==> src/logic/th_config.svh <==
`ifndef TH_CONFIG_SVH
`define TH_CONFIG_SVH

////////////////////
// register map, word addresses taken from wb_adr_i[21:1]
////////////////////

`define TH_REG_CTRL_0      21'd0
`define TH_REG_CTRL_1      21'd1
`define TH_REG_CTRL_2      21'd2
`define TH_REG_CTRL_3      21'd3
`define TH_REG_CTRL_4      21'd4

`define TH_REG_STAT_FLAGS  21'd16
`define TH_REG_STAT_ERRCNT 21'd17
`define TH_REG_STAT_FIRST  21'd18

////////////////////
// memory geometry
////////////////////

`define TH_MEM_AW 10 // 1024 words
`define TH_DW     16

`endif
==> src/logic/th_pkg.sv <==
`default_nettype none
`include "th_config.svh"

package th_pkg;

  typedef enum logic [1:0] {
    PAT_CONST = 2'd0,
    PAT_INCR  = 2'd1,
    PAT_WALK1 = 2'd2,
    PAT_LFSR  = 2'd3
  } th_pattern_e;

  typedef enum logic [2:0] {
    IDLE  = 3'd0,
    WRITE = 3'd1,
    READ  = 3'd2,
    DRAIN = 3'd3, // last compare still in flight
    DONE  = 3'd4
  } th_state_e;

  // five 16 bit control registers, CTRL_0 in the low word
  typedef struct packed {
    logic [15:0] inject_idx;
    logic [15:0] seed;
    logic [15:0] count;
    logic [15:0] start_addr;
    logic [11:0] reserved;
    logic        inject_en;
    th_pattern_e pattern;
    logic        start;
  } th_ctrl_t;

  typedef struct packed {
    logic                  run_start;
    logic                  cmp_valid;
    logic                  mismatch;
    logic [`TH_MEM_AW-1:0] cmp_addr;
    logic                  run_done;
  } th_result_t;

endpackage

`default_nettype wire

==> src/logic/th_pattern_gen.sv <==
`timescale 1ns/1ps
`default_nettype none
`include "th_config.svh"

module th_pattern_gen
  import th_pkg::*;
(
  input  wire                  wb_clk_i,
  input  wire                  wb_rst_i,
  input  wire                  restart_i,
  input  wire                  advance_i,
  input  wire  th_pattern_e    pattern_i,
  input  wire  [`TH_DW-1:0]    seed_i,
  output logic [`TH_DW-1:0]    data_o
);

  th_pattern_e       pattern_q;
  logic [`TH_DW-1:0] seed_q;
  logic [15:0]       index_q;
  logic [`TH_DW-1:0] walk_q;
  logic [15:0]       lfsr_q;
  logic              lfsr_fb;

  // taps 16, 14, 13, 11, shifting toward the msb
  assign lfsr_fb = lfsr_q[15] ^ lfsr_q[13] ^ lfsr_q[12] ^ lfsr_q[10];

  always_ff @(posedge wb_clk_i) begin
    if (wb_rst_i) begin
      pattern_q <= PAT_CONST;
      seed_q    <= '0;
      index_q   <= '0;
      walk_q    <= `TH_DW'd1;
      lfsr_q    <= 16'd1;
    end else if (restart_i) begin // restart wins over advance
      pattern_q <= pattern_i;
      seed_q    <= seed_i;
      index_q   <= '0;
      walk_q    <= `TH_DW'd1;
      lfsr_q    <= (seed_i == '0) ? 16'd1 : seed_i; // all zero state would lock up
    end else if (advance_i) begin
      index_q <= index_q + 16'd1;
      walk_q  <= {walk_q[`TH_DW-2:0], walk_q[`TH_DW-1]};
      lfsr_q  <= {lfsr_q[14:0], lfsr_fb};
    end
  end

  always_comb begin
    case (pattern_q)
      PAT_CONST: data_o = seed_q;
      PAT_INCR:  data_o = seed_q + index_q;
      PAT_WALK1: data_o = walk_q;
      PAT_LFSR:  data_o = lfsr_q;
      default:   data_o = '0;
    endcase
  end

endmodule

`default_nettype wire

==> config.mk <==
export PLATFORM = sky130hd
export DESIGN_NAME = th_pattern_gen
export DESIGN_NICKNAME = d
export VERILOG_FILES = /design/src/logic/th_pkg.sv /design/src/logic/th_pattern_gen.sv
export VERILOG_INCLUDE_DIRS = /design/src /design/src/logic
export SDC_FILE = /design/constraint.sdc
export NUM_CORES = 1
export LEC_CHECK = 0
export ABC_AREA = 0
export BUFFER_PORTS_ARGS = -buffer_cell sky130_fd_sc_hd__buf_4
export CELL_PAD_IN_SITES_DETAIL_PLACEMENT = 0
export CELL_PAD_IN_SITES_GLOBAL_PLACEMENT = 1
export CORE_ASPECT_RATIO = 1.5
export CORE_MARGIN = 10
export CORE_UTILIZATION = 41
export DETAILED_ROUTE_END_ITERATION = 8
export HOLD_SLACK_MARGIN = 0.1
export PLACE_DENSITY_LB_ADDON = 0.1
export SYNTH_ARGS = -nofsm -noshare
export SYNTH_HDL_FRONTEND = slang
export SYNTH_SLANG_ARGS = --single-unit
==> constraint.sdc <==
create_clock -name wb_clk_i -period 2.5 [get_ports wb_clk_i]
set_clock_uncertainty 0.1 [all_clocks]
set_input_delay 0.25 -clock wb_clk_i [delete_from_list [all_inputs] [get_ports wb_clk_i]]
set_output_delay 0.25 -clock wb_clk_i [all_outputs]
set_load 0.01 [all_outputs]
Word level (Yosys, flattened, before mapping)

Cells that the tools add are included.

Reduce and logical (&&, ||, !) cells: 4
Equal/unequal tests: 3
Add/sub/neg operators: 2
Multiplexer cells: 4
Bitwise gates (word level): 3

Operator list:

| kind                  | number |
|---|---|
| $pmux 16 s4           | 1 |
| $mux 16               | 3 |
| $add 16x1->16 const B | 1 |
| $add 16x16->16        | 1 |
| $logic_not 16->1      | 1 |
| $eq 2x2->1 const B    | 2 |
| $xor 1x1->1           | 3 |
| $eq 2x1->1 const B    | 1 |
| $logic_not 2->1       | 1 |
| $reduce_bool 2->1     | 1 |
| $reduce_or 2->1       | 1 |

Input port bits: 22
Output and inout bits: 16
Register bits after elaboration: 66

Depth between registers and ports, before layout

Word-level depth: 5
Mapped depth: 8
Depth with buffers taken out: 8

Worst setup path before layout

Ideal clock, no wire load.

Kind: register -> output
Start: register index_q[0]
End: output data_o[12]
Data arrival time: 2.347 ns
Setup slack: -0.197 ns
Cell stages (with the launch flop): 9
Path buffers: 0
Path through: dfxtp_1 > ha_1 > fa_1 > a21oi_1 > nor3b_1 > a2111oi_1 > a21oi_1 > xnor2_1 > mux4_2

Longest elaborated chain between the ends: 2

Ends and longest elaborated chain:

| element                | RTL line             | text |
|---|---|---|
| start, declared        | th_pattern_gen.sv:19 | `logic [15:0] index_q;` |
| start signal, assigned | th_pattern_gen.sv:41 | `index_q <= index_q + 16'd1;` |
| $add 16x16->16         | th_pattern_gen.sv:50 | `PAT_INCR: data_o = seed_q + index_q;` |
| $pmux 16 s4            | th_pattern_gen.sv:48 | `case (pattern_q)` |
| end, declared          | th_pattern_gen.sv:14 | `` output logic [`TH_DW-1:0] data_o `` |

Every way passes these cells.

Final worst setup path

Start: register index_q[0]
End: output data_o[8]

The elaborated chain is that of the path after synthesis.

==> out/results.tsv <==
metric	value	unit
status	finished with violations	
violations	setup timing	
rsz0062_at_grt	true	
die_w	98.1	um
yosysSeqAreaShare	35.2	%
syn-cell-area	3750	um^2
syn_avg_cell_area	9.26	um^2
gp_congestion	0.890	
synth-simple-area-share	16.1	%
die_area	13500	um^2
synth.mux.area_fraction	22.6	%
fin_ws	-0.427	ns
final_util	60.0	%
ir_worst_vdd	458	uV
drc	0	
worstPathRequired	2.15	ns
layout.nets	550	
syn-num-nets	444	
yosys.area.top_type	dfxtp_1	
dp.cells	586	
port_buffers	37	
path_clk_slew	0.06	ns
syn-instance-count	405	
max_stage_delay	0.49	ns
postLayoutCellArea	5330	um^2
ys_types	42	
tritoncts	yes	
syn_to_final_growth	42.2	%
worst-setup-path-type	reg -> out	
die_h	137	um
grt_util_all_layers	16.5	%
instances_no_fill	626	
drv_cap	0	
r2r_slack	0.78	ns
dpl_cell_area	4520	um^2
h-tree-depth	3	
min_path_cells	2	
synth-compound-area-share	10.3	%
clock.fmax	342	MHz
drive_above_1_share	34.3	%
max-slew-margin-rel	54.3	%
viasPerCell	5.27	
clock_sinks	66	
synth_adder_area_share	5.87	%
first_pass_iters	4	
worstPathCellList	ha_4, fa_2, a21oi_4, nor3b_2, a2111oi_2, buf_4, nor2_2, xor2_1, mux4_2, buf_6	
insertion_delay	0.33	ns
r2r_start	index_q[3]$_SDFFE_PP0P_	
cts_max_path_buffers	2	
drt_iter0_drc	105	
leakagePower	2.27	nW
holdPathEnd	seed_q[3]$_SDFFE_PP0P_	
finalHoldViolCount	0	
slew_violations	0	
synthTopCellsByArea	dfxtp_1 35%, mux2i_1 14%, mux4_2 9.0%	
grt_max_degree	52	
crit_buf_inv	2	
antenna_left	0	
hp-class	in -> reg	
power_density	530	nW/um^2
reg2reg_depth	7	
ys_ff_latch	66	
final-setup-viol-count	13	
grt_pass1_wl	17300	um
r2r_end	index_q[13]$_SDFFE_PP0P_	
ys_warn_count	0	
design_power_total	2.83	mW
start_util	42.2	%
ios	38	
routed_wl	10900	um
timing.final.crit_share	117	%
arrival	2.58	ns
grt.overflow.total	0	
multi_input_area	2520	um^2
synth_top_area_share	35.2	%
cp-end-kind	output pin	
start_kind	flop	
min_from	wb_rst_i	
vias	3301	
cts_made_buffers	9	
dp_hpwl	8100	um
cp_top_family	adder cells	
routedWlPerCell	17.5	um
synth_xor_area_share	6.77	%
worstMarginPinSlew	0.685	ns
row_count	42	
critical-path-slowest-cell	mux4_2	
antenna_found_initial	0	
ff_latch_area	1350	um^2
min_period	2.93	ns
coreArea	8880	um^2
grt_pass1_vias	3328	
synth_top_family_by_area	multiplexers	
fill_cells	815	
path_max_fanout	2	
clockRootBuffer	clkbuf_16	
n_antenna_cell	0	
power by group:
group	internal, mW	switching, mW	total [mW]
logic	0.231	0.185	0.416
registers	1.09	0.0489	1.14
clock network	0.824	0.447	1.27
routing by layer:
| metal | track usage, % | vias up | routed length (um) |
|---|---|---|---|
| met5 | 0 | - | 0 |
| met4 | 10.2 | 0 | 459 |
| met3 | 3.63 | 24 | 382 |
| met2 | 30.7 | 67 | 5920 |
| met1 | 16.3 | 1544 | 4190 |
| li1 | - | 1666 | - |
area by class of cell:
cell class | count | share of cell area, %
Clock buffer | 12 | 4.81
Clock inverter | 4 | 0.939
Inverter | 3 | 0.211
Multi-Input combinational cell | 311 | 47.3
Sequential cell | 66 | 25.2
Tap cell | 110 | 2.58
Timing Repair Buffer | 120 | 18.9
per-stage QoR:
stage / setup TNS, ns / hold slack, ns / worst slack (ns)
2_1_floorplan: -0.0339 / 0.284 / -0.0339
3_3_place_gp: -1.01 / 0.385 / -0.230
3_5_place_dp: -1.14 / 0.393 / -0.226
4_1_cts: -4.16 / 0.216 / -0.499
5_1_grt: -5.45 / 0.231 / -0.555
6_report: -4.11 / 0.231 / -0.427
synthesized netlist by cell type, drive strengths merged:
cell	n
nor2	86
dfxtp	66
mux2i	51
a21oi	28
clkbuf	18
ha	16
nand2	16
mux4	15
xor2	15
xnor2	14
o21ai	10
buf	7
nand4	7
nor2b	7
a21o	5
nand3	5
a31oi	4
nor4	4
a211oi	3
and3	3
inv	3
or3	3
a211o	2
a31o	2
nor3	2
o21bai	2
a2111oi	1
a221o	1
a221oi	1
a22o	1
and2	1
and4	1
fa	1
nor3b	1
nor4b	1
o211ai	1
or2	1
layout by cell type, fill, tap and decap left out, types with 9 or more instances in the layout:
master,count
dfxtp_2,13
dfxtp_1,51
mux4_2,15
nand2_1,16
nor2_1,85
xor2_1,15
mux2i_1,51
buf_4,85
a21oi_1,22
dlygate4sd3_1,18
ha_4,10
clkbuf_16,9
buf_6,17
xnor2_1,14
state kept, by name (all words and copies together) (netlist names):
register	cells
index_q	16
pattern_q	2
seed_q	16
walk_q	16
lfsr_q	16
how the worst max path moves through the flow:
stage	slack [ns]	depth (start not counted)	from	end
detailed placement	-0.23	10	seed_q[0]$_SDFFE_PP0P_	data_o[12]
floorplan	-0.03	8	index_q[0]$_SDFFE_PP0P_	data_o[12]
global placement	-0.23	10	seed_q[0]$_SDFFE_PP0P_	data_o[12]
finish	-0.43	10	index_q[0]$_SDFFE_PP0P_	data_o[8]
CTS	-0.50	9	index_q[0]$_SDFFE_PP0P_	data_o[10]
global route	-0.56	10	index_q[0]$_SDFFE_PP0P_	data_o[12]
kinds of logic after synthesis:
group                      Yosys count
xor gates and xnor gates            29
and+or+nand+nor                    138
AOI/OAI and AO/OA                   61
DFF                                 66
muxes                               66
buffers and inverters               28
adders and majority gates           17
timing repair:
| item | CTS | global route |
|---|---|---|
| pin swaps | 18 | 10 |
| setup endpoints to repair | 12 | 14 |
| setup buffers | 4 | 2 |
| hold buffers | 18 | 0 |
| hold endpoints to repair | 29 | 0 |
| resized for setup | 44 | 15 |
(Power assumes the default switching activity.)
