**src/logic/th_config.svh**
```systemverilog
`ifndef TH_CONFIG_SVH
`define TH_CONFIG_SVH

////////////////////
// register map, word addresses taken from wb_adr_i[21:1]
////////////////////

`define TH_REG_CTRL_0      21'd0
`define TH_REG_CTRL_1      21'd1
`define TH_REG_CTRL_2      21'd2
`define TH_REG_CTRL_3      21'd3
`define TH_REG_CTRL_4      21'd4

`define TH_REG_STAT_FLAGS  21'd16
`define TH_REG_STAT_ERRCNT 21'd17
`define TH_REG_STAT_FIRST  21'd18

////////////////////
// memory geometry
////////////////////

`define TH_MEM_AW 10 // 1024 words
`define TH_DW     16

`endif
```
**src/logic/th_pkg.sv**
```systemverilog
`default_nettype none
`include "th_config.svh"

package th_pkg;

  typedef enum logic [1:0] {
    PAT_CONST = 2'd0,
    PAT_INCR  = 2'd1,
    PAT_WALK1 = 2'd2,
    PAT_LFSR  = 2'd3
  } th_pattern_e;

  typedef enum logic [2:0] {
    IDLE  = 3'd0,
    WRITE = 3'd1,
    READ  = 3'd2,
    DRAIN = 3'd3, // last compare still in flight
    DONE  = 3'd4
  } th_state_e;

  // five 16 bit control registers, CTRL_0 in the low word
  typedef struct packed {
    logic [15:0] inject_idx;
    logic [15:0] seed;
    logic [15:0] count;
    logic [15:0] start_addr;
    logic [11:0] reserved;
    logic        inject_en;
    th_pattern_e pattern;
    logic        start;
  } th_ctrl_t;

  typedef struct packed {
    logic                  run_start;
    logic                  cmp_valid;
    logic                  mismatch;
    logic [`TH_MEM_AW-1:0] cmp_addr;
    logic                  run_done;
  } th_result_t;

endpackage

`default_nettype wire

```
**src/logic/th_status.sv**
```systemverilog
`timescale 1ns/1ps
`default_nettype none
`include "th_config.svh"

module th_status
  import th_pkg::*;
(
  input  wire                wb_clk_i,
  input  wire                wb_rst_i,
  input  wire  th_result_t   result_i,
  input  wire  [20:0]        status_addr_i,
  output logic [15:0]        status_o
);

  logic                  busy_q;
  logic                  done_q;
  logic                  fail_q;
  logic [15:0]           err_cnt_q;
  logic [`TH_MEM_AW-1:0] first_q;

  always_ff @(posedge wb_clk_i) begin
    if (wb_rst_i) begin
      busy_q    <= 1'b0;
      done_q    <= 1'b0;
      fail_q    <= 1'b0;
      err_cnt_q <= '0;
      first_q   <= '0;
    end else if (result_i.run_start) begin // a new run wipes the old result
      busy_q    <= 1'b1;
      done_q    <= 1'b0;
      fail_q    <= 1'b0;
      err_cnt_q <= '0;
      first_q   <= '0;
    end else begin
      if (result_i.cmp_valid && result_i.mismatch) begin
        fail_q <= 1'b1;
        if (err_cnt_q != 16'hffff) begin
          err_cnt_q <= err_cnt_q + 16'd1;
        end
        if (!fail_q) begin
          first_q <= result_i.cmp_addr;
        end
      end
      if (result_i.run_done) begin
        busy_q <= 1'b0;
        done_q <= 1'b1;
      end
    end
  end

  always_comb begin
    case (status_addr_i)
      `TH_REG_STAT_FLAGS:  status_o = {13'd0, fail_q, done_q, busy_q};
      `TH_REG_STAT_ERRCNT: status_o = err_cnt_q;
      `TH_REG_STAT_FIRST:  status_o = {{(16-`TH_MEM_AW){1'b0}}, first_q};
      default:             status_o = '0;
    endcase
  end

  a_busy_done: assert property (@(posedge wb_clk_i) disable iff (wb_rst_i)
    !(busy_q && done_q));

  // the engine only ends a run that the status block saw start
  a_done_after_start: assert property (@(posedge wb_clk_i) disable iff (wb_rst_i)
    result_i.run_done |-> busy_q);

endmodule

`default_nettype wire

```
**config.mk**
```make
export PLATFORM = sky130hd
export DESIGN_NAME = th_status
export DESIGN_NICKNAME = d
export VERILOG_FILES = /design/src/logic/th_pkg.sv /design/src/logic/th_status.sv
export VERILOG_INCLUDE_DIRS = /design/src /design/src/logic
export SDC_FILE = /design/constraint.sdc
export NUM_CORES = 1
export LEC_CHECK = 0
export BUFFER_PORTS_ARGS = -buffer_cell sky130_fd_sc_hd__buf_2
export CORE_ASPECT_RATIO = 1.25
export CORE_MARGIN = 3
export CORE_UTILIZATION = 35
export CTS_BUF_LIST = sky130_fd_sc_hd__clkbuf_8
export DETAILED_ROUTE_END_ITERATION = 8
export HOLD_SLACK_MARGIN = 0.06
export SLEW_MARGIN = 20
export SYNTH_ARGS = -nofsm -noshare
export SYNTH_HDL_FRONTEND = slang
export SYNTH_SLANG_ARGS = --single-unit
```
**constraint.sdc**
```tcl
create_clock -name wb_clk_i -period 3.41 [get_ports wb_clk_i]
set_input_delay 1.023 -clock wb_clk_i [delete_from_list [all_inputs] [get_ports wb_clk_i]]
set_output_delay 1.023 -clock wb_clk_i [all_outputs]
set_load 0.02 [all_outputs]
```
# == Word level (Yosys, flattened, before mapping) ==
# Index checks and enable logic that the tools add are counted.
# op_classes
addsub,1
reduce_logical,5
n_bitwise,1
n_mux,3
n_eq_ne,4
# ops
cell,n
$eq A21 B5 Y1 const B,3
$pmux W16 S3,1
$add A16 B1 Y16 const B,1
$ne A16 B16 Y1 const B,1
$reduce_and A2 Y1,2
$mux W1,2
$reduce_bool A2 Y1,1
$reduce_or A2 Y1,1
$logic_and A1 B1 Y1,1
$not A1 Y1,1
# totals
word_cells,19
in_bits,37
output_inout_bits,16
ff_bits,29

# == Depth between registers and ports, before layout ==
# Gate-level depths: netlist of the first run.
# depth
word_depth,2
mapped_depth,6
ltp_nobuf,5

# == Worst setup path after synthesis of the first run ==
# No wires, ideal clock.
# synth_path
path_type,input to output
startpoint,input status_addr_i[7]
endpoint,output status_o[0]
path_slack_ps,54
t_required_ps,2387
t_arrival_ps,2333
stages,5
path_buffers,1
path_cell_list,nor4b_1 nand4_1 or4_1 clkbuf_1 nor2_1
# synth_between
elab_chain_len,2
word_cells_on_any_way,4
cone_classes,eq/ne (3); mux (1)
# synth_lines
element,line,source
start: declaration,th_status.sv:11,"input wire [20:0] status_addr_i,"
$eq A21 B5 Y1,th_status.sv:52,case (status_addr_i)
$pmux W16 S3 (*),th_status.sv:52,
end: declaration,th_status.sv:12,output logic [15:0] status_o
# Every way passes the cells marked *; elsewhere a longest branch is shown, timed or not.

# == Final worst setup path of the first run ==
# layout_path
startpoint,input status_addr_i[12]
endpoint,output status_o[9]
# Same word-level chain as after synthesis.

==> results.toml, run 1 <==
[floorplan]
die_w_um = 66.27
fp.dieH_um = 81.34
die-area_um2 = 5390
ios = 53
core-area_um2 = 4229
placementRows = 26
start_util = 0.3757

[job]
maxCapViolCount = 0

[pwr]
worst_ir_drop_vdd_mv = 0.1756
power_leakage_nw = 0.7598
power.density_nw_per_um2 = 327.8
design_power_total_mw = 0.6936

[timing]
grt_setup_unrepaired = "yes"
skew_ns = 0.003190
fin_crit_ns = 3.431
setup_ws_ns = -0.02110
fin_crit_sh = 1.006
holdWs_ns = 0.4553
maxSlewViolCount = 0
setup_viol_count_final = 2
timing.slew.headroom = 0.6019
fmax_mhz = 291.5
finalHoldViolCount = 0
worst_pin_slew_ns = 0.5949
setup_tns_ns = -0.03581

[cts]
cts_root_buf = "clkbuf_8"
cts_tree = "yes"
clockBufferDepth = 2
clkSlewWorstSetupHoldPaths_ns = 0.06
numCtsBuffers = 5
cts.htree.levels = 2
clock_latency_ns = 0.28
post_cts_buffers = 0
cts.sink_count = 29

[setup_path]
path_class = "input port to output pin"
cp_slowest_cell = "or4_4"
critical_path_buf_inv_count = 2
path_cells = "buf_2, nor4_2, nand4_1, or4_4, nor2_2, buf_4"
critPathTopFamily = "simple AND/OR/NAND/NOR gates"
slowest_delay_ns = 0.55
cp.required_ns = 2.39
endpoint_kind = "output pin"
cp.arrival_ns = 2.41
critPathLaunchType = "input port"
worst-path-max-fanout = 10

[layout]
drive_gt1_frac = 0.3256
layout_commonest_cell = "buf_2"
final_cell_mix = "buf_2 (33), dfxtp_1 (29), a21oi_1 (27), nand2_1 (27), buf_4 (17)"
syn_to_final_growth_pct = 33.15
stdcell_area_um2 = 2116
antenna_cells = 0
finalNetCount = 296

[yosys]
synth_area_per_cell_um2 = 7.751
synth.net_count = 243
syn-instance-count = 205
yosysSeqAreaShare = 0.3654
yosys_warnings = 0
ys_ff_latch = 29
netlist_area_um2 = 1589
synth_cell_types = 36

[min_path]
min_path_type = "flip-flop to flip-flop"

[global_route]
grt_max_degree = 28
grt_pass1_wl_mm = 6.630
grt_pass1_vias = 1490
overflow = 0
antenna_found_initial = 0
grtUsageTotal = 0.1565

[route]
routed_via_density = 5.389
drc = 0
finalWirelength_mm = 4.220
antenna_left = 0
wl_per_cell_um = 13.44
drt_iter0_markers = 64
first_pass_iters = 4
vias = 1692

[outcome]
violations = "negative setup slack"
status = "complete, but fails checks"

[place]
place.gp.congestion = 0.7930
place_area_um2 = 1891
port_buffers = 52
hpwl_mm = 3.006
## final cells by class
class / count / area (um^2)
clock inverters: 1 / 3.754
fillers: 429 / 2113
clock buffers: 6 / 82.58
inverters: 3 / 11.26
multi-input cells: 162 / 996.0
flip-flops and latches: 29 / 580.6
well taps: 56 / 70.07
repair buffers: 57 / 371.6
## through the flow
stage / setup slack, ns / std cells / util
floorplan: 0.05363 / 205 / -
global placement: -0.05742 / 308 / 0.4470
detailed placement: -0.09010 / 308 / 0.4470
CTS: -0.03423 / 315 / 0.4811
global route: -0.1129 / 314 / 0.5003
finish: -0.02110 / 314 / 0.5003
## final timing paths
| path | endpoint | slack [ns] | startpoint | cells after the start |
|---|---|---|---|---|
| worst max-delay path | status_o[9] | -0.02 | status_addr_i[12] | 6 |
| worst min-delay path | first_q[8]$_SDFFE_PP0P_ | 0.46 | first_q[8]$_SDFFE_PP0P_ | 2 |
| worst max register to register | err_cnt_q[10]$_SDFFE_PP0P_ | 1.43 | err_cnt_q[0]$_SDFFE_PP0P_ | 5 |
| worst min register to register | first_q[8]$_SDFFE_PP0P_ | 0.46 | first_q[8]$_SDFFE_PP0P_ | 2 |
## synth_stat cells, drive strengths merged
library cell | instances | area (um^2)
and2 | 1 | 6.260
o31a | 1 | 8.760
or4 | 9 | 76.32
a21oi | 27 | 135.1
or2 | 3 | 18.77
o21ai | 7 | 35.03
mux2i | 3 | 30.03
and3 | 6 | 37.54
a22oi | 7 | 52.55
and4 | 1 | 8.760
nor3b | 1 | 7.510
o21a | 1 | 7.510
clkbuf | 6 | 23.77
nor3 | 3 | 15.01
nor2 | 22 | 82.58
nand4 | 9 | 56.30
a31oi | 2 | 12.51
buf | 5 | 50.04
nand2 | 27 | 101.4
inv | 3 | 11.26
a41o | 1 | 10.01
o31ai | 6 | 45.04
nand3 | 5 | 30.03
nor4 | 8 | 62.56
ha | 1 | 12.51
or3 | 7 | 43.79
dfxtp | 29 | 580.6
nor4b | 1 | 8.760
nor2b | 2 | 12.51
nand2b | 1 | 6.260
## worst register-to-register path: cells and delay by family (launching register included)
kind | cells | cell delay (ns)
flip-flops | 1 | 0.42
adder cells (fa/ha/maj) | 1 | 0.23
AO/OA/AOI/OAI | 2 | 0.48
AND/OR/NAND/NOR | 2 | 0.76
## repair_timing
item / CTS / global route
pin swaps: 2 / 1
hold buffers: 0 / 0
setup endpoints to repair: 16 / 16
gates resized for setup: 17 / 20
## state kept, by name, summed over array words and instances (netlist names)
register   cells
err_cnt_q     16
first_q       10
busy_q         1
done_q         1
fail_q         1
## routing by layer
layer  vias up  part of all wire  global-route usage
met5         -                 0                   0
li1        867                 -                   -
met4         0            0.0095             0.06098
met1       778              0.44              0.1916
met3         4             0.047             0.03181
met2        43              0.50              0.2661
## power by group
part           internal [mW]  switching (mW)
clock                  0.157           0.127
sequential             0.344         0.00294
combinational         0.0298          0.0335
## cell families (layout without fill, tap and decap cells)
group | Yosys count | count (layout) | synth area share
multiplexers | 3 | 3 | 0.01890
AND/OR/NAND/NOR | 106 | 106 | 0.3614
adder cells (fa/ha/maj) | 1 | 1 | 0.007873
buffers and inverters | 14 | 67 | 0.05354
flip-flops | 29 | 29 | 0.3654
AO/OA/AOI/OAI | 52 | 52 | 0.1929
(Power assumes the default switching activity.)
==> inputs of run 2 (changes only) <==
--- a/config.mk
+++ b/config.mk
@@ -12,6 +12,7 @@
 export CORE_UTILIZATION = 35
 export CTS_BUF_LIST = sky130_fd_sc_hd__clkbuf_8
 export DETAILED_ROUTE_END_ITERATION = 8
+export GPL_TIMING_DRIVEN = 0
 export HOLD_SLACK_MARGIN = 0.06
 export SLEW_MARGIN = 20
 export SYNTH_ARGS = -nofsm -noshare
==> results.toml, run 2 (synthesis gave the netlist of run 1 again) <==
[setup_path]
endpoint_kind = "output pin"
cp.arrival_ns = 2.41
path_class = "input port to output pin"
cp.required_ns = 2.39
worst-path-max-fanout = 10
critPathLaunchType = "input port"

[layout]
syn_to_final_growth_pct = 33.46
stdcell_area_um2 = 2121
drive_gt1_frac = 0.3030
final_cells = 320
largest_register_ffs = 16
largest-register = "err_cnt_q"
final_cell_mix = "buf_2 (39), dfxtp_1 (29), a21oi_1 (27), nand2_1 (27), nor2_1 (22)"
fin_util = 0.5015
layout_commonest_cell = "buf_2"
finalNetCount = 301
largest_registers = "err_cnt_q: 16 flops, first_q: 10 flops"
antenna_cells = 0
nFillCells = 454

[cts]
cts.htree.levels = 2
cts_root_buf = "clkbuf_8"
clock_latency_ns = 0.28
clkSlewWorstSetupHoldPaths_ns = 0.06
cts_tree = "yes"
numCtsBuffers = 5
cts.sink_count = 29
clockBufferDepth = 2

[timing]
setup_ws_ns = -0.02589
fmax_mhz = 291.0
setup_viol_count_final = 6
grt_setup_unrepaired = "yes"
maxSlewViolCount = 0
skew_ns = 0.005866
fin_crit_sh = 1.008
finalHoldViolCount = 0
timing.slew.headroom = 0.5638
fin_crit_ns = 3.436
worst_pin_slew_ns = 0.6519

[floorplan]
fp.dieH_um = 81.34
placementRows = 26
die_w_um = 66.27
start_util = 0.3757
core-area_um2 = 4229
ios = 53
die-area_um2 = 5390

[place]
placed_cells = 313
place.gp.congestion = 0.7845
hpwl_mm = 3.208
place_area_um2 = 1919
port_buffers = 52

[min_path]
min_path_type = "flip-flop to flip-flop"

[global_route]
grt_pass1_vias = 1540
use_met3 = 0.04703
overflow = 0
grt_pass1_wl_mm = 7.203
grt.busiest_layer = "met2"
grtUsageTotal = 0.1714
antenna_found_initial = 0
grt_max_degree = 11
grt_util_met1 = 0.2163
use_met2 = 0.2840

[route]
finalWirelength_mm = 4.382
wl_per_cell_um = 13.69
first_pass_iters = 4
antenna_left = 0
routed_via_density = 5.384
drt_iter0_markers = 94
vias = 1723
drc = 0

[outcome]
violations = "negative setup slack"
status = "complete, but fails checks"

[pwr]
power.density_nw_per_um2 = 368.8
design_power_total_mw = 0.7821
worst_ir_drop_vdd_mv = 0.2671
power_leakage_nw = 0.7862

[job]
maxCapViolCount = 0
-- run 2: cell types whose count changed in the layout (fill, tap and decap cells not counted), sizes merged --
cell / delta
clkbuf: +5
bufinv: +1
-- run 2: cell type report --
type | count | area [um^2] | area share
clock inverter | 2 | 33.78 | 0.01593
inverter | 3 | 11.26 | 0.005310
tap | 56 | 70.07 | 0.03304
clock buffer | 6 | 82.58 | 0.03894
timing repair buffer | 52 | 310.3 | 0.1463
multi-input combinational | 162 | 960.9 | 0.4531
sequential | 29 | 580.6 | 0.2737
buffer | 10 | 71.32 | 0.03363
-- run 2: stage by stage --
step / setup TNS (ns) / hold WS, ns / setup slack (ns)
floorplan: 0 / 0.4334 / 0.05363
global placement: -2.428 / 0.4437 / -0.2120
detailed placement: -2.291 / 0.4495 / -0.1797
CTS: -0.002457 / 0.4576 / -0.002457
global route: -0.9027 / 0.4767 / -0.08903
finish: -0.05962 / 0.4535 / -0.02589
-- run 2: power breakdown --
group / internal, mW / switching (mW) / leakage (nW)
combinational: 0.0315 / 0.0341 / 0.489
sequential: 0.343 / 0.00293 / 0.235
clock: 0.235 / 0.135 / 0.0626
-- run 2: critical path, stage by stage --
cell     delay [ns]
buf_2          0.10
nor4_1         0.26
nand4_1        0.19
or4_4          0.53
nor2_1         0.16
buf_4          0.16
-- run 2: what timing repair did --
action / CTS / global route
gates resized for setup: 9 / 13
buffers inserted: 0 / 0
hold buffers: 0 / 0
endpoints found under the setup margin: 16 / 16
-- run 2: path summary, 6_finish.rpt --
path | depth (start not counted) | from | end | slack, ns
min reg2reg | 2 | first_q[0]$_SDFFE_PP0P_ | first_q[0]$_SDFFE_PP0P_ | 0.45
min | 2 | first_q[0]$_SDFFE_PP0P_ | first_q[0]$_SDFFE_PP0P_ | 0.45
max | 6 | status_addr_i[8] | status_o[1] | -0.03
max reg2reg | 6 | err_cnt_q[0]$_SDFFE_PP0P_ | err_cnt_q[5]$_SDFFE_PP0P_ | 1.39
-- run 2: metal layers --
metal  up-vias  part of all wire  routed length [um]
li1        871                 -                   -
met1       800              0.43                1870
met2        46              0.51                2217
met3         6             0.056                 244
met4         0             0.011                  50
met5         -                 0                   0
