## config.mk

```make
export PLATFORM = sky130hd
export DESIGN_NAME = th_wb_regs
export DESIGN_NICKNAME = d
export VERILOG_FILES = /design/src/logic/th_pkg.sv /design/src/logic/th_wb_regs.sv
export VERILOG_INCLUDE_DIRS = /design/src /design/src/logic
export SDC_FILE = /design/constraint.sdc
export NUM_CORES = 1
export LEC_CHECK = 0
export BUFFER_PORTS_ARGS = -buffer_cell sky130_fd_sc_hd__buf_2
export CAP_MARGIN = 40
export CORE_MARGIN = 3
export CORE_UTILIZATION = 49
export CTS_CLUSTER_DIAMETER = 50
export DETAILED_ROUTE_END_ITERATION = 16
export GPL_TIMING_DRIVEN = 0
export PLACE_DENSITY = 0.79
export SYNTH_ARGS = -nofsm -noshare
export SYNTH_HDL_FRONTEND = slang
export SYNTH_SLANG_ARGS = --single-unit
```

## constraint.sdc

```tcl
create_clock -name wb_clk_i -period 3 [get_ports wb_clk_i]
set_clock_uncertainty 0.15 [all_clocks]
set_input_delay 0.3 -clock wb_clk_i [delete_from_list [all_inputs] [get_ports wb_clk_i]]
set_output_delay 0.3 -clock wb_clk_i [all_outputs]
set_load 0.005 [all_outputs]
```

## src/logic/th_config.svh

```systemverilog
`ifndef TH_CONFIG_SVH
`define TH_CONFIG_SVH

////////////////////
// register map, word addresses taken from wb_adr_i[21:1]
////////////////////

`define TH_REG_CTRL_0      21'd0
`define TH_REG_CTRL_1      21'd1
`define TH_REG_CTRL_2      21'd2
`define TH_REG_CTRL_3      21'd3
`define TH_REG_CTRL_4      21'd4

`define TH_REG_STAT_FLAGS  21'd16
`define TH_REG_STAT_ERRCNT 21'd17
`define TH_REG_STAT_FIRST  21'd18

////////////////////
// memory geometry
////////////////////

`define TH_MEM_AW 10 // 1024 words
`define TH_DW     16

`endif
```

## src/logic/th_pkg.sv

```systemverilog
`default_nettype none
`include "th_config.svh"

package th_pkg;

  typedef enum logic [1:0] {
    PAT_CONST = 2'd0,
    PAT_INCR  = 2'd1,
    PAT_WALK1 = 2'd2,
    PAT_LFSR  = 2'd3
  } th_pattern_e;

  typedef enum logic [2:0] {
    IDLE  = 3'd0,
    WRITE = 3'd1,
    READ  = 3'd2,
    DRAIN = 3'd3, // last compare still in flight
    DONE  = 3'd4
  } th_state_e;

  // five 16 bit control registers, CTRL_0 in the low word
  typedef struct packed {
    logic [15:0] inject_idx;
    logic [15:0] seed;
    logic [15:0] count;
    logic [15:0] start_addr;
    logic [11:0] reserved;
    logic        inject_en;
    th_pattern_e pattern;
    logic        start;
  } th_ctrl_t;

  typedef struct packed {
    logic                  run_start;
    logic                  cmp_valid;
    logic                  mismatch;
    logic [`TH_MEM_AW-1:0] cmp_addr;
    logic                  run_done;
  } th_result_t;

endpackage

`default_nettype wire

```

## src/logic/th_wb_regs.sv

```systemverilog
`timescale 1ns/1ps
`default_nettype none
`include "th_config.svh"

module th_wb_regs
  import th_pkg::*;
(
  input  wire         wb_clk_i,
  input  wire         wb_rst_i,
  input  wire         wb_we_i,
  input  wire         wb_cyc_i,
  input  wire         wb_stb_i,
  input  wire  [1:0]  wb_sel_i,
  input  wire  [31:0] wb_adr_i,
  input  wire  [15:0] wb_dat_i,
  output logic [15:0] wb_dat_o,
  output logic        wb_ack_o,
  output logic [20:0] status_addr_o,
  input  wire  [15:0] status_i,
  output th_ctrl_t    ctrl_o
);

  localparam int NUM_CTRL = 5;

  logic [NUM_CTRL-1:0][15:0] ctrl_q;
  logic [20:0]               rd_addr_q; // address of the last access, selects read data
  logic [20:0]               word_addr;
  logic                      access;
  logic [NUM_CTRL-1:0]       wr_hit;
  logic [NUM_CTRL-1:0]       rd_hit;

  function automatic logic [NUM_CTRL-1:0] ctrl_decode(input logic [20:0] addr);
    logic [NUM_CTRL-1:0] hit;
    hit[0] = (addr == `TH_REG_CTRL_0);
    hit[1] = (addr == `TH_REG_CTRL_1);
    hit[2] = (addr == `TH_REG_CTRL_2);
    hit[3] = (addr == `TH_REG_CTRL_3);
    hit[4] = (addr == `TH_REG_CTRL_4);
    return hit;
  endfunction

  assign word_addr = wb_adr_i[21:1];
  assign access    = wb_cyc_i & wb_stb_i & ~wb_ack_o; // one ack per strobe
  assign wr_hit    = ctrl_decode(word_addr);
  assign rd_hit    = ctrl_decode(rd_addr_q);

  ////////////////////
  // register writes
  ////////////////////

  always_ff @(posedge wb_clk_i) begin
    if (wb_rst_i) begin
      wb_ack_o  <= 1'b0;
      rd_addr_q <= '0;
      ctrl_q    <= '0;
    end else begin
      wb_ack_o <= access;
      if (access) begin
        rd_addr_q <= word_addr;
      end
      for (int r = 0; r < NUM_CTRL; r++) begin
        for (int b = 0; b < 2; b++) begin
          if (access && wb_we_i && wr_hit[r] && wb_sel_i[b]) begin
            ctrl_q[r][8*b +: 8] <= wb_dat_i[8*b +: 8];
          end
        end
      end
    end
  end

  ////////////////////
  // read data
  ////////////////////

  always_comb begin
    wb_dat_o = status_i; // anything outside the control words goes to the status block
    for (int r = 0; r < NUM_CTRL; r++) begin
      if (rd_hit[r]) begin
        wb_dat_o = ctrl_q[r];
      end
    end
  end

  assign status_addr_o = rd_addr_q;
  assign ctrl_o        = th_ctrl_t'(ctrl_q);

  a_ack_single: assert property (@(posedge wb_clk_i) disable iff (wb_rst_i)
    wb_ack_o |=> !wb_ack_o);

endmodule

`default_nettype wire

```

---- After elaboration in Yosys (flattened, before gate mapping) ----
Index checks and enable logic that the tools add are counted.
storage, ports and cells
  bits in registers ....................... 102
cells by class
  equality and inequality tests ........... 8
  muxes and demuxes ....................... 5
  bitwise logic cells ..................... 3
  reduce and logical (&&, ||, !) cells .... 18
operators with widths
  operator                                                                 number
  21-bit by 2-bit equality test with 1-bit output (second input constant)  4
  16-bit two-way mux                                                       5
  21-bit by 1-bit equality test with 1-bit output (second input constant)  2
  21-bit by 3-bit equality test with 1-bit output (second input constant)  2
  21-bit logical NOT                                                       2
  1-bit logical AND                                                        16
  1-bit bitwise AND                                                        2
  1-bit NOT                                                                1

---- Depth between registers and ports, before layout ----
Gate-level depths: netlist of the first run.
  word-level depth ........................ 6
  gate-level depth with buffers ........... 7

---- Worst setup path before layout of the first run ----
Ideal clock, no wire load.
  path type ............................... register to output
  from .................................... register rd_addr_q[15] (netlist: status_addr_o[15])
  to ...................................... output port wb_dat_o[15]
  data arrival time ....................... 1.826 ns
  data required time ...................... 2.550 ns
  slack ................................... 0.724 ns
  cell stages (with the launch flop) ...... 6
  buffers on the path ..................... 0
  path through ............................ dfxtp_1 or4_4 nor4_4 nand2_2 or3_1 a32o_1
between the ends
  cells in the longest elaborated chain, start to end .. 6
  elaborated cells between the ends (all ways) .. 10
  classes of those cells .................. eq/ne: 4; mux: 5; reduce/logical: 1
RTL lines
  element                           RTL line          text
  start, declared                   th_wb_regs.sv:26  logic [20:0] rd_addr_q;
  start signal, assigned            th_wb_regs.sv:59  rd_addr_q <= word_addr;
  21-bit logical NOT (no line)      -
  16-bit two-way mux (4 in series)  th_wb_regs.sv:78  if (rd_hit[r]) begin
  16-bit two-way mux *              th_wb_regs.sv:78
  end, declared                     th_wb_regs.sv:16  output logic [15:0] wb_dat_o,
Every way passes the cells marked *; elsewhere a longest branch is shown, timed or not.

---- Worst setup path after layout of the first run ----
  from .................................... register rd_addr_q[7] (netlist: status_addr_o[7])
  to ...................................... output port wb_dat_o[15]
The elaborated chain is that of the path after synthesis.

==> impl_metrics.toml, run 1 <==
[outcome]
status = "finished clean"

[synth]
async_reset_ff_share_pct = 0
synth_top_family_by_area = "simple AND/OR/NAND/NOR gates"
syn-num-nets = 597
synthFlopType = "dfxtp_1"
synth_mux_area_share_pct = 20.1
syn_area_sq_um = 4790
synth.yosys.seq_area_share_pct = 42.6
synth-compound-area-share_pct = 10.2
post-synth-top-area-cell = "dfxtp_1"
synth_common_cells = "104 x nor2_1, 102 x dfxtp_1, 94 x mux2i_1"
netlist.area_leader.share_pct = 42.6
ys_top_cells_by_area = "dfxtp_1 43%, mux2i_1 20%, nor2_1 8.1%, a21oi_1 4.9%, o22ai_1 3.7%"
synth-simple-area-share_pct = 24.1
synth_adder_area_share_pct = 0
synthDistinctLibCells = 40
ys_ff_latch = 102
syn-mean-instance-area_sq_um = 9.11
synth.most_common_cell = "nor2_1"
netlist_instances = 526
synth_edf_count = 0
yosysWarnings = 0
post_synth_xor_area_fraction_pct = 0

[power]
p_leak_uw = 0.00338
power.density_nw_per_um2 = 444
ir_drop_v = 0.000206

[floorplan]
ios = 189
die_area_sq_um = 11000
core-area_sq_um = 9370
rows = 35
start_util_pct = 51.1
die_y_microns = 105
die_w_microns = 105

[global_route]
grt_pass1_vias = 4600
grt_pass1_wl_microns = 24600
grt_max_degree = 19
overflow = 0
gr-usage-all-layers_pct = 28.2
use_met1_pct = 37.4
antenna_found_initial = 0
grtUsageMet2_pct = 46.1
use_met3_pct = 4.14
top_usage_layer = "met2"

[sta]
period_needed_ns = 2.98
final_hold_viol_count = 0
slew_violations = 0
fin_ws_ns = 0.0235
rsz0062_at_grt = "true"
slew-limit-headroom_pct = 46.3
max_freq_ghz = 0.336
finalSetupViolCount = 0
worstMarginPinSlew_ns = 0.803
min_period_over_period_pct = 99.2
fin_tns_setup_ns = 0

[drt]
drt_iter0_markers = 322
ant_nets = 0
wl_per_cell_microns = 18.9
drt-total-wl_microns = 16200
routed_via_density = 5.70
drcViolationCount = 0
dr.pass1.iters = 5
route.vias.total = 4880

[place]
placed_area_sq_um = 5840
place_congestion = 0.926
hpwl_microns = 11700
io_buffers = 176
pre_cts_slack_ns = 0.213

[flow_run]
cap_viol_max_count = 0

[setup_path]
path_class = "reg -> out"
crit_arrival_ns = 2.53
cp-start-kind = "flop"
cp-end-kind = "output port"
crit_buf_inv = 1
critical_path.top_delay_family = "simple AND/OR/NAND/NOR gates"
path_max_fanout = 7
cp_slowest_cell = "or4_4"
max_stage_delay_ns = 0.57
crit_required_ns = 2.55
path_cells = "or4_4 > nor3_4 > nand2_2 > or3_1 > a32o_1 > buf_2"

[cells_and_area]
num-nets-final = 793
n_antenna_cell = 0
fillers = 822
regArea_sq_um = 2040
multi_input_area_sq_um = 2640
fin_util_pct = 65.6
stdcell_area_sq_um = 6150
drive_gt1_share_pct = 32.3
syn_to_final_growth_pct = 28.3

[clock_tree]
cts.sinks = 102
cts_tree = "yes"
clk_latency_ns = 0.37
htree_levels = 3
cts_hold_buf = 0
cts-buffers-inserted = 9
clockRootBuffer = "clkbuf_8"
path_clk_slew_ns = 0.10
cts.path.max_buffers = 2

[hold_path]
hp-class = "in -> reg"
power by group:
part	switching, uW	internal, uW	total [uW]	leakage [uW]
Clock	522	317	840	0.0000894
Sequential	14.8	1370	1380	0.000825
Combinational	288	222	510	0.00247
Total	825	1910	2730	0.00338
cell type report:
type,instances,area share (%)
Multi-Input combinational cell,392,42.9
Sequential cell,102,33.2
Timing Repair Buffer,185,15.6
Tap cell,129,2.62
Buffer,29,2.54
Clock buffer,10,2.07
Clock inverter,6,0.875
Inverter,3,0.183
worst register-to-register path, stage by stage, from the launching register on:
cell and delay [ns]:
dfxtp_1 0.34, and3b_1 0.27, and4_1 0.25, nand4_1 0.63, mux2i_1 0.41, nor2_1 0.06
flip-flops by register name, indices dropped and copies added, names as in the netlist:
signal,count
ctrl_o,80
status_addr_o,21
wb_ack_o,1
logic make-up (layout without fill, tap and decap cells):
family,Yosys count,count (layout)
AOI/OAI and AO/OA,85,85
buffers and inverters,32,233
DFF,102,102
muxes,95,95
and+or+nand+nor,212,212
what timing repair did:
action,4_1_cts,5_1_grt
pin swaps,3,5
buffers inserted,7,1
hold endpoints to repair,0,0
gates resized for setup,10,12
gates cloned,1,0
setup endpoints to repair,16,16
metal layers:
| metal | vias up | wire, microns | share of wire, % |
|---|---|---|---|
| li1 | 2265 | - | - |
| met5 | - | 0 | 0 |
| met1 | 2338 | 6830 | 42 |
| met2 | 245 | 7760 | 48 |
| met3 | 32 | 1270 | 7.9 |
| met4 | 0 | 333 | 2.1 |
cells in the final DEF (no fill, tap or decap), types with 3 or more instances in the layout:
| cell | netlist | final |
|---|---|---|
| buf_6 | 2 | 6 |
| and3_1 | 9 | 9 |
| clkbuf_1 | 20 | 19 |
| o22ai_2 | 0 | 3 |
| buf_4 | 1 | 8 |
| a21oi_1 | 47 | 47 |
| nand3_2 | 4 | 3 |
| mux2i_1 | 94 | 94 |
| nor2b_1 | 3 | 3 |
| nor2_1 | 104 | 103 |
| and2_1 | 3 | 3 |
| nor4_1 | 4 | 4 |
| nand2_1 | 40 | 40 |
| o22ai_1 | 28 | 25 |
| or4_4 | 2 | 3 |
| buf_2 | 6 | 180 |
| dfxtp_1 | 102 | 100 |
| nand4_4 | 5 | 5 |
| inv_1 | 3 | 3 |
| clkbuf_8 | 0 | 9 |
| or4_1 | 5 | 4 |
| and3b_1 | 14 | 14 |
metrics by stage:
| step | instances | hold slack (ns) | total power [uW] |
|---|---|---|---|
| floorplan | 526 | 0.286 | 1660 |
| global placement | 831 | 0.301 | 1860 |
| detailed placement | 831 | 0.314 | 1860 |
| CTS | 855 | 0.0231 | 2710 |
| global route | 856 | 0.0446 | 2830 |
| finish | 856 | 0.0291 | 2730 |
worst paths after layout:
kind | from | endpoint | slack, ns | cells after the start
worst max register to register | wb_ack_o | ctrl_o[78] | 0.78 | 5
worst min register to register | status_addr_o[12] | status_addr_o[12] | 0.33 | 2
worst min-delay path | wb_adr_i[4] | status_addr_o[3] | 0.03 | 3
worst max-delay path | status_addr_o[7] | wb_dat_o[15] | 0.02 | 6
Power figures use the tool's default switching activity.
==> run 2: changes to the inputs <==
- CORE_ASPECT_RATIO: default -> 0.8
- PLACE_DENSITY: 0.79 -> 0.81
- TNS_END_PERCENT: default -> 10
==> impl_metrics.toml, run 2 (synthesis gave the netlist of run 1 again) <==
[outcome]
status = "finished clean"

[drt]
wl_met1_microns = 6910
route.met2.wl_microns = 7750
routed_via_density = 5.96
wl_per_cell_microns = 19.8
drt-total-wl_microns = 16700
drcViolationCount = 0
route.vias.total = 5007
wl_met3_microns = 1570
drt_iter0_markers = 510
ant_nets = 0
highest_layer = "met4"
dr.pass1.iters = 7

[cells_and_area]
layout_common_cells = "179 x buf_2, 103 x nor2_1, 101 x dfxtp_1"
largest_reg_flops = 80
stdcell_area_sq_um = 6230
drive_gt1_share_pct = 32.0
n_antenna_cell = 0
final_common_cell = "buf_2"
fin_util_pct = 67.2
num-nets-final = 791
syn_to_final_growth_pct = 30.0

[sta]
max_freq_ghz = 0.337
period_needed_ns = 2.97
final_hold_viol_count = 0
finalSetupViolCount = 0
min_period_over_period_pct = 98.9
whs_ns = 0.0572
worstMarginPinSlew_ns = 0.767
rsz0062_at_grt = "true"
slew_violations = 0
slew-limit-headroom_pct = 48.7

[setup_path]
cp-end-kind = "output port"
r2r_start = "wb_ack_o"
max_stage_delay_ns = 0.61
cp_slowest_cell = "or4_1"
path_max_fanout = 10
crit_required_ns = 2.55
path_cells = "or4_1 > nor3_4 > buf_12 > clkbuf_2 > and3b_1 > o22ai_1 > a21oi_1 > buf_2"
path_class = "reg -> out"
crit_buf_inv = 3
crit_arrival_ns = 2.52
cp-start-kind = "flop"
startpoint = "status_addr_o[11]"
critical_path.top_delay_family = "simple AND/OR/NAND/NOR gates"

[power]
power.density_nw_per_um2 = 491
p_leak_uw = 0.00343
ir_drop_v = 0.000306

[floorplan]
ios = 189
rows = 31
die_area_sq_um = 11000
start_util_pct = 51.7
die_w_microns = 117
die_y_microns = 94.5
core-area_sq_um = 9270

[clock_tree]
cts_hold_buf = 0
cts-buffers-inserted = 9
clockRootBuffer = "clkbuf_16"
htree_levels = 3
cts_tree = "yes"
clk_latency_ns = 0.35
cts.sinks = 102
cts.path.max_buffers = 2
path_clk_slew_ns = 0.07

[place]
placed_area_sq_um = 5820
io_buffers = 176
hpwl_microns = 12100
place_congestion = 0.924

[hold_path]
worstHoldStart = "wb_adr_i[6]"
hp-class = "in -> reg"

[global_route]
antenna_found_initial = 0
overflow = 0
grt_max_degree = 20
gr-usage-all-layers_pct = 29.5
grt_pass1_vias = 4872
grt_pass1_wl_microns = 25200

[flow_run]
cap_viol_max_count = 0
-- run 2: cell types whose count changed in the layout (fill, tap and decap cells not counted), sizes merged --
cell  change
buf       -3
inv       +1
-- run 2: path summary, 6_finish.rpt --
kind | endpoint | slack, ns | cells past startpoint
max | wb_dat_o[10] | 0.03 | 8
min | status_addr_o[5] | 0.06 | 3
max reg2reg | ctrl_o[70] | 0.73 | 5
min reg2reg | status_addr_o[5] | 0.31 | 2
-- run 2: layout make-up --
| class | instances | area, sq um |
|---|---|---|
| clock inverter | 7 | 66.3 |
| tap | 115 | 144 |
| inverter | 3 | 11.3 |
| fill | 746 | 3040 |
| buffer | 29 | 153 |
| timing repair buffer | 183 | 958 |
| sequential | 102 | 2040 |
| multi-input combinational | 392 | 2630 |
| clock buffer | 9 | 225 |
-- run 2: report_power, final --
group | switching (uW) | internal, uW | leakage [uW]
clock | 580 | 585 | 0.000142
combinational | 292 | 224 | 0.00246
sequential | 15.1 | 1370 | 0.000824
total | 886 | 2180 | 0.00343
-- run 2: per-stage QoR --
step	TNS (ns)	worst slack [ns]	instances	power (uW)
3_3_place_gp	0	0.274	817	1860
2_1_floorplan	0	0.724	526	1660
4_1_cts	0	0.0253	839	3020
6_report	0	0.0320	840	3060
3_5_place_dp	0	0.278	817	1870
5_1_grt	-0.616	-0.0679	840	3140
-- run 2: repair_timing --
action	4_1_cts	5_1_grt
endpoints found under the setup margin	16	16
gates resized for setup	7	7
buffers inserted	6	1
pin swaps	1	2
-- run 2: tightest hold or removal path: cells and delay by family --
kind            cells  cell delay (ns)
buf+inv             1             0.11
compound gates      1             0.05
simple gates        1             0.05
-- run 2: metal layers --
layer | track usage [%] | vias to the layer above
met5 | 0 | -
met4 | 10.9 | 0
met3 | 6.09 | 46
met2 | 46.1 | 296
met1 | 40.5 | 2390
li1 | - | 2275
